### config.mk
export PLATFORM = sky130hd
export DESIGN_NAME = spectrum_uart_top
export DESIGN_NICKNAME = d
export VERILOG_FILES = /design/src/spec_uart_pkg.sv /design/src/tx_byte_if.sv /design/src/sample_bank.sv /design/src/frame_sequencer.sv /design/src/uart_byte_tx.sv /design/src/spectrum_uart_top.sv
export SDC_FILE = /design/constraint.sdc
export NUM_CORES = 1
export LEC_CHECK = 0
export BUFFER_PORTS_ARGS = -buffer_cell sky130_fd_sc_hd__buf_2
export CORE_AREA = 2 2 409 249
export DETAILED_ROUTE_END_ITERATION = 10
export DIE_AREA = 0 0 411 251
export PLACE_DENSITY = 0.56
export SLEW_MARGIN = 20
export SYNTH_ARGS = -nofsm -noshare
export SYNTH_HDL_FRONTEND = slang
export SYNTH_SLANG_ARGS = --single-unit
### constraint.sdc
create_clock -name clk -period 3.8 [get_ports clk]
set_input_delay 0.19 -clock clk [delete_from_list [all_inputs] [get_ports clk]]
set_output_delay 0.19 -clock clk [all_outputs]
set_load 0.02 [all_outputs]
### src/spec_uart_pkg.sv
// Shared types and constants for the spectrum UART core, imported by every RTL file and the testbench
package spec_uart_pkg;

    // Width of one fixed-point component word
    localparam int SAMPLE_W = 28;

    localparam int BYTE_W = 8;  // Width of one byte lane and one serial payload

    // One component word, seen either as a whole signed value or as its byte fields
    typedef union packed {
        logic signed [SAMPLE_W-1:0] value;
        struct packed {
            logic [5:0]        guard;    // Bits 27 to 22, not sent
            logic [BYTE_W-1:0] hi_byte;  // Bits 21 to 14
            logic [BYTE_W-1:0] lo_byte;  // Bits 13 to 6
            logic [5:0]        frac;     // Bits 5 to 0, dropped without rounding
        } fields;
    } spec_sample_u;

    // Byte lane selected when a bank is read
    typedef enum logic {
        LANE_LO,
        LANE_HI
    } lane_e;

    // Send passes, in the order they go out on the line
    typedef enum logic [1:0] {
        PASS_RE_LO,
        PASS_RE_HI,
        PASS_IM_LO,
        PASS_IM_HI
    } pass_e;

    // A frame is a mark bit, a start bit, eight data bits and a stop bit
    localparam int FRAME_BITS  = 11;
    localparam int FRAME_IDX_W = $clog2(FRAME_BITS);
    localparam int BIT_MARK    = 0;
    localparam int BIT_START   = 1;
    localparam int BIT_STOP    = FRAME_BITS - 1;

endpackage

### src/tx_byte_if.sv
// Byte handoff from the frame sequencer to the UART transmitter with start, busy and done handshake
interface tx_byte_if import spec_uart_pkg::*; ();

    logic              start;  // One-cycle request, only while busy is low
    logic [BYTE_W-1:0] data;   // Sampled by the transmitter in the start cycle
    logic              busy;   // High while a frame is on the line
    logic              done;   // One-cycle pulse in the last cycle of the stop bit

    // The sequencer owns the request side
    modport source (
        output start,
        output data,
        input  busy,
        input  done
    );

    // The transmitter owns the status side
    modport sink (
        input  start,
        input  data,
        output busy,
        output done
    );

endinterface

### src/sample_bank.sv
// Byte lane store for one complex component that is written per sample and read by index
module sample_bank import spec_uart_pkg::*; #(
    parameter int DEPTH = 32
) (
    input  logic                     clk,
    input  logic                     rst_n,
    input  logic                     wr_en_i,
    input  logic [$clog2(DEPTH)-1:0] wr_idx_i,
    input  spec_sample_u             sample_i,
    input  logic [$clog2(DEPTH)-1:0] rd_idx_i,
    input  lane_e                    lane_i,
    output logic [BYTE_W-1:0]        byte_o
);

    logic [BYTE_W-1:0] lo_mem [DEPTH];
    logic [BYTE_W-1:0] hi_mem [DEPTH];

    // Marks entries written since reset so that unwritten slots read as zero
    logic [DEPTH-1:0] written_q;

    // Only the two middle fields are stored
    always_ff @(posedge clk) begin
        if (wr_en_i) begin
            lo_mem[wr_idx_i] <= sample_i.fields.lo_byte;
            hi_mem[wr_idx_i] <= sample_i.fields.hi_byte;
        end
    end

    always_ff @(posedge clk or negedge rst_n) begin
        if (!rst_n) begin
            written_q <= '0;
        end else if (wr_en_i) begin
            written_q[wr_idx_i] <= 1'b1;
        end
    end

    // Asynchronous read so the sequencer sees the byte in the same cycle it sets the index
    always_comb begin
        if (!written_q[rd_idx_i]) begin
            byte_o = '0;
        end else if (lane_i == LANE_HI) begin
            byte_o = hi_mem[rd_idx_i];
        end else begin
            byte_o = lo_mem[rd_idx_i];
        end
    end

endmodule

### src/frame_sequencer.sv
// Capture control and send ordering: fills both banks, then walks the four passes and hands bytes to the UART
module frame_sequencer import spec_uart_pkg::*; #(
    parameter int DEPTH = 32
) (
    input  logic                     clk,
    input  logic                     rst_n,
    input  logic                     en_i,
    input  logic [BYTE_W-1:0]        re_byte_i,
    input  logic [BYTE_W-1:0]        im_byte_i,
    output logic                     wr_en_o,
    output logic [$clog2(DEPTH)-1:0] wr_idx_o,
    output logic [$clog2(DEPTH)-1:0] rd_idx_o,
    output lane_e                    lane_o,
    output logic                     busy_o,
    tx_byte_if.source                tx
);

    localparam int IDX_W = $clog2(DEPTH);
    localparam int CNT_W = $clog2(DEPTH + 1);  // Write count has to reach DEPTH

    localparam logic [1:0] S_CAPTURE = 2'd0;
    localparam logic [1:0] S_ISSUE   = 2'd1;
    localparam logic [1:0] S_WAIT    = 2'd2;

    logic [1:0]       state_q;
    logic [CNT_W-1:0] wr_ptr_q;
    logic [IDX_W-1:0] rd_ptr_q;
    pass_e            pass_q;
    logic             start_q;
    logic             busy_q;

    logic last_sample;
    logic last_index;
    logic last_byte;
    logic pass_is_re;

    assign last_sample = (wr_ptr_q == CNT_W'(DEPTH - 1));
    assign last_index  = (rd_ptr_q == IDX_W'(DEPTH - 1));
    assign last_byte   = last_index && (pass_q == PASS_IM_HI);

    // The pass alone decides the lane and the component
    assign pass_is_re = (pass_q == PASS_RE_LO) || (pass_q == PASS_RE_HI);
    assign lane_o     = ((pass_q == PASS_RE_HI) || (pass_q == PASS_IM_HI)) ? LANE_HI : LANE_LO;

    // Strobes outside capture are dropped here
    assign wr_en_o  = (state_q == S_CAPTURE) && en_i;
    assign wr_idx_o = wr_ptr_q[IDX_W-1:0];
    assign rd_idx_o = rd_ptr_q;

    assign tx.start = start_q;
    assign tx.data  = pass_is_re ? re_byte_i : im_byte_i;  // Held stable until the next done
    assign busy_o   = busy_q;

    always_ff @(posedge clk or negedge rst_n) begin
        if (!rst_n) begin
            state_q  <= S_CAPTURE;
            wr_ptr_q <= '0;
            rd_ptr_q <= '0;
            pass_q   <= PASS_RE_LO;
            start_q  <= 1'b0;
            busy_q   <= 1'b0;
        end else begin
            start_q <= 1'b0;  // Start is a single-cycle request

            case (state_q)
                S_CAPTURE: begin
                    if (en_i) begin
                        wr_ptr_q <= wr_ptr_q + 1'b1;
                        if (last_sample) begin
                            // Busy rises on the edge that writes the final sample
                            state_q <= S_ISSUE;
                            busy_q  <= 1'b1;
                        end
                    end
                end

                S_ISSUE: begin
                    // First byte of the burst
                    if (!tx.busy) begin
                        start_q <= 1'b1;
                        state_q <= S_WAIT;
                    end
                end

                S_WAIT: begin
                    if (tx.done) begin
                        if (last_byte) begin
                            // Block sent, so rewind everything and capture again
                            state_q  <= S_CAPTURE;
                            busy_q   <= 1'b0;
                            wr_ptr_q <= '0;
                            rd_ptr_q <= '0;
                            pass_q   <= PASS_RE_LO;
                        end else begin
                            start_q <= 1'b1;  // Next byte goes in the cycle after done
                            if (last_index) begin
                                rd_ptr_q <= '0;
                                pass_q   <= pass_e'(pass_q + 2'd1);
                            end else begin
                                rd_ptr_q <= rd_ptr_q + 1'b1;
                            end
                        end
                    end
                end

                default: begin
                    state_q <= S_CAPTURE;
                end
            endcase
        end
    end

endmodule

### src/uart_byte_tx.sv
// Serial transmitter that sends one byte per start request as mark, start, eight data bits and stop
module uart_byte_tx import spec_uart_pkg::*; #(
    parameter int BIT_CYCLES = 5207
) (
    input  logic   clk,
    input  logic   rst_n,
    tx_byte_if.sink tx,
    output logic   tx_o
);

    // Bit period is BIT_CYCLES+1 clocks
    localparam int CNT_W = (BIT_CYCLES > 0) ? $clog2(BIT_CYCLES + 1) : 1;

    localparam logic [CNT_W-1:0]       CNT_LAST  = CNT_W'(BIT_CYCLES);
    localparam logic [FRAME_IDX_W-1:0] IDX_MARK  = FRAME_IDX_W'(BIT_MARK);
    localparam logic [FRAME_IDX_W-1:0] IDX_START = FRAME_IDX_W'(BIT_START);
    localparam logic [FRAME_IDX_W-1:0] IDX_STOP  = FRAME_IDX_W'(BIT_STOP);

    logic                   active_q;
    logic [CNT_W-1:0]       cnt_q;
    logic [FRAME_IDX_W-1:0] bit_idx_q;
    logic [BYTE_W-1:0]      shreg_q;

    logic                   bit_end;
    logic [FRAME_IDX_W-1:0] next_idx;

    assign bit_end  = (cnt_q == CNT_LAST);
    assign next_idx = bit_idx_q + 1'b1;

    assign tx.busy = active_q;
    assign tx.done = active_q && bit_end && (bit_idx_q == IDX_STOP);  // Last cycle of the stop bit

    // Data shift register, loaded on start and shifted as each data bit begins
    always_ff @(posedge clk) begin
        if (!active_q && tx.start) begin
            shreg_q <= tx.data;
        end else if (active_q && bit_end && next_idx != IDX_START && next_idx != IDX_STOP &&
                     bit_idx_q != IDX_STOP) begin
            shreg_q <= shreg_q >> 1;
        end
    end

    always_ff @(posedge clk or negedge rst_n) begin
        if (!rst_n) begin
            active_q  <= 1'b0;
            cnt_q     <= '0;
            bit_idx_q <= '0;
            tx_o      <= 1'b1;  // Line idles high
        end else if (!active_q) begin
            cnt_q <= '0;  // Counter only runs inside a frame
            if (tx.start) begin
                active_q  <= 1'b1;
                bit_idx_q <= IDX_MARK;
                tx_o      <= 1'b1;  // Mark bit
            end
        end else if (bit_end) begin
            cnt_q <= '0;
            if (bit_idx_q == IDX_STOP) begin
                active_q <= 1'b0;
                tx_o     <= 1'b1;
            end else begin
                bit_idx_q <= next_idx;
                if (next_idx == IDX_START) begin
                    tx_o <= 1'b0;
                end else if (next_idx == IDX_STOP) begin
                    tx_o <= 1'b1;
                end else begin
                    tx_o <= shreg_q[0];  // Data goes out LSB first
                end
            end
        end else begin
            cnt_q <= cnt_q + 1'b1;
        end
    end

endmodule

### src/spectrum_uart_top.sv
// Top level of the spectrum UART core: sets block depth and bit time and wires banks, sequencer and UART
module spectrum_uart_top import spec_uart_pkg::*; #(
    parameter int DEPTH      = 32,
    parameter int BIT_CYCLES = 5207
) (
    input  logic                clk,
    input  logic                rst_n,
    input  logic                en_i,
    input  logic [SAMPLE_W-1:0] data_re_i,
    input  logic [SAMPLE_W-1:0] data_im_i,
    output logic                tx_o,
    output logic                tx_done_o,
    output logic                busy_o
);

    localparam int IDX_W = $clog2(DEPTH);

    logic              wr_en;
    logic [IDX_W-1:0]  wr_idx;
    logic [IDX_W-1:0]  rd_idx;
    lane_e             lane;
    logic [BYTE_W-1:0] re_byte;
    logic [BYTE_W-1:0] im_byte;

    tx_byte_if tx_if ();

    // Both banks share write and read addressing and differ only in the sample they store
    sample_bank #(
        .DEPTH(DEPTH)
    ) u_bank_re (
        .clk     (clk),
        .rst_n   (rst_n),
        .wr_en_i (wr_en),
        .wr_idx_i(wr_idx),
        .sample_i(data_re_i),
        .rd_idx_i(rd_idx),
        .lane_i  (lane),
        .byte_o  (re_byte)
    );

    sample_bank #(
        .DEPTH(DEPTH)
    ) u_bank_im (
        .clk     (clk),
        .rst_n   (rst_n),
        .wr_en_i (wr_en),
        .wr_idx_i(wr_idx),
        .sample_i(data_im_i),
        .rd_idx_i(rd_idx),
        .lane_i  (lane),
        .byte_o  (im_byte)
    );

    frame_sequencer #(
        .DEPTH(DEPTH)
    ) u_seq (
        .clk      (clk),
        .rst_n    (rst_n),
        .en_i     (en_i),
        .re_byte_i(re_byte),
        .im_byte_i(im_byte),
        .wr_en_o  (wr_en),
        .wr_idx_o (wr_idx),
        .rd_idx_o (rd_idx),
        .lane_o   (lane),
        .busy_o   (busy_o),
        .tx       (tx_if)
    );

    uart_byte_tx #(
        .BIT_CYCLES(BIT_CYCLES)
    ) u_tx (
        .clk  (clk),
        .rst_n(rst_n),
        .tx   (tx_if),
        .tx_o (tx_o)
    );

    assign tx_done_o = tx_if.done;  // Per-byte strobe, same cycle as the handshake done

endmodule

; Word-level counts from Yosys, hierarchy flattened
; Memories as Yosys holds them, arrays and structs flattened.
; Cells that the tools add are included.
[totals]
reg_bits = 108
ram_bits = 1024
inputBits = 59
out_inout_bits = 3
elab_cells = 127
memories = 4
[memory_table]
columns = name, depth, word_bits, read_ports, rd_clocked_by_memory_dff, write_ports, line_no
row1 = u_bank_im.hi_mem, 32, 8, 1, 0, 1, sample_bank.sv:16  ; logic [BYTE_W-1:0] hi_mem [DEPTH];
row2 = u_bank_im.lo_mem, 32, 8, 1, 0, 1, sample_bank.sv:15  ; logic [BYTE_W-1:0] lo_mem [DEPTH];
row3 = u_bank_re.hi_mem, 32, 8, 1, 0, 1, sample_bank.sv:16
row4 = u_bank_re.lo_mem, 32, 8, 1, 0, 1, sample_bank.sv:15
[op_classes]
add_sub_neg = 5
order_cmp = 3
eq_ne = 20
n_mux = 55
bitwise = 2
reduce_logical = 25
[op_table]
columns = cell, count
row1 = bitwise OR 32 bit, 2
row2 = two-way mux 8 bit, 7
row3 = two-way mux 13 bit, 2
row4 = two-way mux 1 bit, 23
row5 = two-way mux 6 bit, 3
row6 = two-way mux 4 bit, 4
row7 = two-way mux 2 bit, 7
row8 = "adder 13 x 1 -> 13 bit, second input constant", 1
row9 = "== test 13 bit, second input constant", 1
row10 = "less-than comparator 5 x 6 -> 1 bit, second input constant", 2
row11 = case mux 6 bit (2 select lines), 1
row12 = binary-select mux 1 bit (select 5 bit), 2
row13 = two-way mux 5 bit, 2
row14 = "!= test 2 bit, second input constant", 5
row15 = AND reduction 5 bit, 2
row16 = logical AND 1 bit, 9
row17 = "== test 4 bit, second input constant", 2
row18 = "!= test 4 bit, second input constant", 2
row19 = nonzero test 2 bit, 4
row20 = "adder 6 x 1 -> 6 bit, second input constant", 1
row21 = "== test 6 x 5 -> 1 bit, second input constant", 1
row22 = case mux 2 bit (3 select lines), 1
row23 = AND reduction 3 bit, 2
row24 = "adder 5 x 1 -> 5 bit, second input constant", 1
row25 = 16 further kinds, 23

; Logic depth before layout (Yosys ltp)
[logic_depth]
word_depth = 7
ltp_mapped = 14
depth_no_buf = 9

; Modules after synthesis
; From an unflattened synthesis, not the netlist that was laid out.
[unflattened]
hier_cells = 2088
area_unflattened_um2 = 44131.1
[modules_own_cells]
columns = module, n_inst, cells_each, area_each_um2, seq_area_each_um2
row1 = sample_bank, 2, 920, 20820.0, 16175.5
row2 = uart_byte_tx, 1, 139, 1401.3, 716.9
row3 = frame_sequencer, 1, 109, 1089.8, 425.4

; Least setup slack after synthesis
; OpenSTA, ideal clock, no wires.
[synth_timing]
kind = register -> register
from = register u_seq.state_q[0]
to = memory u_bank_im.hi_mem[20][0], enable pin
setup_time_ps = 423
arrival_time_ps = 2452
required_time_ps = 3377
setup_slack_ps = 925
stages_incl_launch_ff = 6
path_buffers = 1
period_less_slack_ps = 2875
cell_sequence = dfrtp_1 -> inv_1 -> ha_1 -> clkbuf_1 -> nand3_1 -> nor2_1
[synth_via]
elab_chain_cells = 4
[synth_lines]
columns = element, line_no
row1 = start: declaration, frame_sequencer.sv:25  ; logic [1:0] state_q;
row2 = start signal: assignment, frame_sequencer.sv:56  ; state_q <= S_CAPTURE;
row3 = start signal: assignment, frame_sequencer.sv:71  ; state_q <= S_ISSUE;
row4 = start signal: assignment, frame_sequencer.sv:81  ; state_q <= S_WAIT;
row5 = zero test 2 bit, frame_sequencer.sv:46  ; assign wr_en_o = (state_q == S_CAPTURE) && en_i;
row6 = logical AND 1 bit, frame_sequencer.sv:46
row7 = two-way mux 1 bit, sample_bank.sv:23  ; if (wr_en_i) begin
row8 = two-way mux 1 bit (implied by the code), sample_bank.sv:25  ; hi_mem[wr_idx_i] <= sample_i.fields.hi_byte;
row9 = end: declaration, sample_bank.sv:16
; No other way between the ends.

; Final worst setup path
[layout_timing]
from = register u_seq.rd_ptr_q[1], in the netlist u_seq.rd_idx_o[1]
to = register u_tx.shreg_q[6] (data pin)
[layout_via]
elab_chain_cells = 5
elab_cells_between_ends = 14
cone_classes = mux: 10 / memory: 4
[layout_lines]
columns = element, line_no
row1 = start: declaration, frame_sequencer.sv:27  ; logic [IDX_W-1:0] rd_ptr_q;
row2 = start signal: assignment, frame_sequencer.sv:100  ; rd_ptr_q <= rd_ptr_q + 1'b1;
row3 = "memory (32 x 8 bit), or another cell as far along", --
row4 = two-way mux 8 bit / two-way mux 1 bit (equally long branches), "sample_bank.sv:41, sample_bank.sv:39"
row5 = two-way mux 8 bit, sample_bank.sv:39  ; if (!written_q[rd_idx_i]) begin
row6 = two-way mux 8 bit (*), frame_sequencer.sv:51  ; assign tx.data = pass_is_re ? re_byte_i : im_byte_i;
row7 = two-way mux 8 bit (*), uart_byte_tx.sv:35  ; if (!active_q && tx.start) begin
row8 = end signal: assignment, uart_byte_tx.sv:36  ; shreg_q <= tx.data;
row9 = end signal: assignment, uart_byte_tx.sv:39  ; shreg_q <= shreg_q >> 1;
row10 = end: declaration, uart_byte_tx.sv:22  ; logic [BYTE_W-1:0] shreg_q;
; Mark *: on every way between the ends. The rest lies on a longest branch, timed or not. The select of a mux whose other input is x is not followed.
; A chain may end at the register's enable or synchronous reset.

==> metrics <==
status complete, no violations; first-pass GRT wire length 171000 um; H-tree depth 3; final setup violation count 0; cell depth of the worst flop-to-flop path 8; clock transition at the registers of the reported paths roughly 70 ps; die height ~250 um; register area share after synthesis 0.755; largest stage delay on the critical path around 670 ps; die area 103000 um2; CTS Buf Count 103; Critical Path AT 3660 ps; RSZ-0062 raised after global routing no; Synth Warn # 0; Setup TNS 0 ps; Crit path max-delay family compound AO/OA/AOI/OAI gates; Initial Utilization 0.446; HPWL after DPL 64400 um; Iter 0 DRT Violations 2829; final hold viol count 0; Final Total Pwr 26.5 mW; Slew HR 0.367; r2r startpoint u_seq.rd_idx_o[1]; Critical Path End Type flop; vias per inst 5.96; deepest clock path buffer count 3; Worst Skew between 15 and 20 ps; All-Layer GR Usage 0.232; number of synthesized register bits 1132; Buf/Inv on CP 1; crit-path cells nand2b_2 > buf_12 > o22ai_1 > nor3_1 > a2111oi_0 > nor3_1 > o21ai_0 > nand3_1; critical path's most frequent cell nor3_1; ys async rst share 0.0883; crit-path max FO 21; # nets final 2594; Tmin final 3230 ps; site row count 90; Setup Crit Path Kind flop to flop; pwr dens 525 nW/um2; R2R Path End u_tx.shreg_q[6]; vias in the first global route 23500; # DRC 0; Max Transition Viols Final 0; worst hold stages 1; initial antenna violation count 8; f_max 310 MHz; CP max-delay cell a2111oi_0; die width 411 um; clk sinks approximately 1100; synthesized net count about 2400; Synth cell types 55; wire per inst between 30 and 40 um; Worst Hold Launch data_re_i[9]; GRT overflow 0; Clock Tree Root clkbuf_16; GPL Wtd Cong 0.772; Cell Area, Synth between 40000 and 50000 um2; layout cell share with drive strength beyond 1 0.243; worst vdd ir 0.392 mV; HP Class primary input to flop; CTS tree yes; Detailed Route WL 119000 um; Area growth syn-to-layout 13.9%; period utilization 0.850; routed via count roughly 23000; Post-Synthesis Cells approximately 2400; Worst Max-Slew Pin Slew 950 ps; Post CTS Setup Buffer Count 0; Core Region 99500 um2; leakage power 16.0 nW; EDFF count, synth 1032; Worst Hold End u_bank_re.lo_mem[12][3]; Top Ports a little over 60; Worst EP required around 4200 ps; Post-synth top flop edfxtp_1; port buffer count 37; Core Util, Final 0.508; max-capacitance violation count 0; clock latency on the worst-skew pair about 710 ps; startpoint types flop; Routed Antenna Nets 0; Syn Area/Cell 18.7 um2; largest net degree at the start of global routing just over 80; First-pass DRT Iterations 5; r2r setup slk roughly 570 ps
[where the power goes]
part | switching, mW | total [mW] | internal (mW)
sequential | 0.305 | 14.6 | 14.3
combinational | 1.04 | 1.67 | 0.624
clock | 4.57 | 10.2 | 5.68
[state kept, by name (all words and copies together) (netlist names), 2 cells and up]
name / count
u_seq.pass_q: 2
u_seq.wr_ptr_q: 6
u_bank_re.hi_mem: 256
u_tx.shreg_q: 8
u_bank_re.written_q: 32
u_tx.cnt_q: 13
u_seq.state_q: 2
u_seq.rd_idx_o: 5
u_bank_im.written_q: 32
u_bank_re.lo_mem: 256
u_bank_im.lo_mem: 256
u_bank_im.hi_mem: 256
u_tx.bit_idx_q: 4
[worst register-to-register path, cell delays in order (launching register included)]
cell and delay [ps]:
dfrtp_4 630, nand2b_2 540, buf_12 320, o22ai_1 170
nor3_1 120, a2111oi_0 670, nor3_1 210, o21ai_0 210
nand3_1 110
[synth_stat cells (all sizes together) (2+ instances only)]
library cell | number | area, um2
clkbuf | 61 | 229
buf | 73 | 419
nand3b | 4 | 30.0
xnor2 | 4 | 35.0
or2 | 34 | 213
edfxtp | 1032 | 31000
nor3 | 14 | 75.1
a2111oi | 15 | 131
o211ai | 3 | 22.5
dfrtp | 99 | 2480
mux2 | 116 | 1310
o221ai | 31 | 272
o21ai | 87 | 435
mux4 | 153 | 3450
and2 | 4 | 25.0
and3 | 15 | 93.8
nor4b | 3 | 26.3
nor3b | 2 | 15.0
nand2b | 38 | 238
and4 | 2 | 17.5
nor2 | 98 | 368
a31oi | 2 | 12.5
nand3 | 28 | 140
a21oi | 35 | 175
a221oi | 24 | 210
inv | 35 | 131
nor4 | 2 | 12.5
ha | 18 | 225
nand4 | 2 | 12.5
mux2i | 129 | 1290
nand2 | 51 | 191
xor2 | 9 | 78.8
nor2b | 13 | 81.3
or4 | 2 | 15.0
o22ai | 84 | 526
a211oi | 38 | 285
[how the worst max path moves through the flow]
stage          cells after the start                      end  slack [ps]               from
3_3_place_gp                       8          u_tx.shreg_q[6]         620  u_seq.rd_idx_o[1]
4_1_cts                            8          u_tx.shreg_q[6]         580  u_seq.rd_idx_o[1]
6_report                           8          u_tx.shreg_q[6]         570  u_seq.rd_idx_o[1]
5_1_grt                            8          u_tx.shreg_q[6]         400  u_seq.rd_idx_o[1]
2_1_floorplan                      5  u_bank_im.hi_mem[20][0]         930   u_seq.state_q[0]
3_5_place_dp                       8          u_tx.shreg_q[6]         600  u_seq.rd_idx_o[1]
[layout make-up]
| type | count | area (um2) |
|---|---|---|
| Antenna cell | 1 | 2.50 |
| Clock buffer | 132 | 2760 |
| Clock inverter | 58 | 532 |
| Fill cell | 7994 | 49000 |
| Inverter | 35 | 131 |
| Multi-Input combinational cell | 1071 | 10200 |
| Sequential cell | 1132 | 33500 |
| Tap cell | 1334 | 1670 |
| Timing Repair Buffer | 174 | 1720 |
[through the flow]
stage | hold slack, ps | setup slack, ps | area (um2) | cells
after floorplan | -106 | 925 | 44400 | 2372
after global placement | 423 | 623 | 46900 | 3713
after detailed placement | 446 | 600 | 46900 | 3713
after CTS | 2.03 | 578 | 50500 | 3936
after global routing | 20.0 | 395 | 50600 | 3936
final | 57.2 | 572 | 50600 | 3937
[per-layer routing]
metal  global-route usage  part of all wire  routed length, um  up-vias
li1                     -                 -                  -     9845
met1                0.357              0.46              54600    12600
met2                0.350              0.45              53700      907
met3               0.0414             0.072               8560      138
met4               0.0449             0.018               2090        0
met5                    0                 0                  0        -
[cells by family after synthesis]
family / after synthesis / synth area share
AOI/OAI and AO/OA: 328 / 0.0484
xor gates and xnor gates: 13 / 0.00257
adders and majority gates: 18 / 0.00508
buffers and inverters: 169 / 0.0176
DFF: 1132 / 0.755
muxes: 398 / 0.136
and+or+nand+nor: 314 / 0.0354
[what timing repair did]
item | 4_1_cts | 5_1_grt
gates resized for setup | 0 | 0
hold buffers | 33 | 0
endpoints found under the hold margin | 1031 | 0
[layout by cell type, fill, tap and decap left out, drive strengths merged, types with 31 or more instances in the layout]
master / n
nand2: 51
dfrtp: 99
mux2: 116
nand2b: 38
edfxtp: 1032
o221ai: 31
clkinv: 42
buf: 141
a21oi: 35
nor2: 98
o22ai: 84
inv: 38
o21ai: 87
or2: 34
mux4: 153
a211oi: 38
mux2i: 129
clkbuf: 132
dlygate4sd3: 33
No activity file was read; power rests on OpenSTA's default activity.
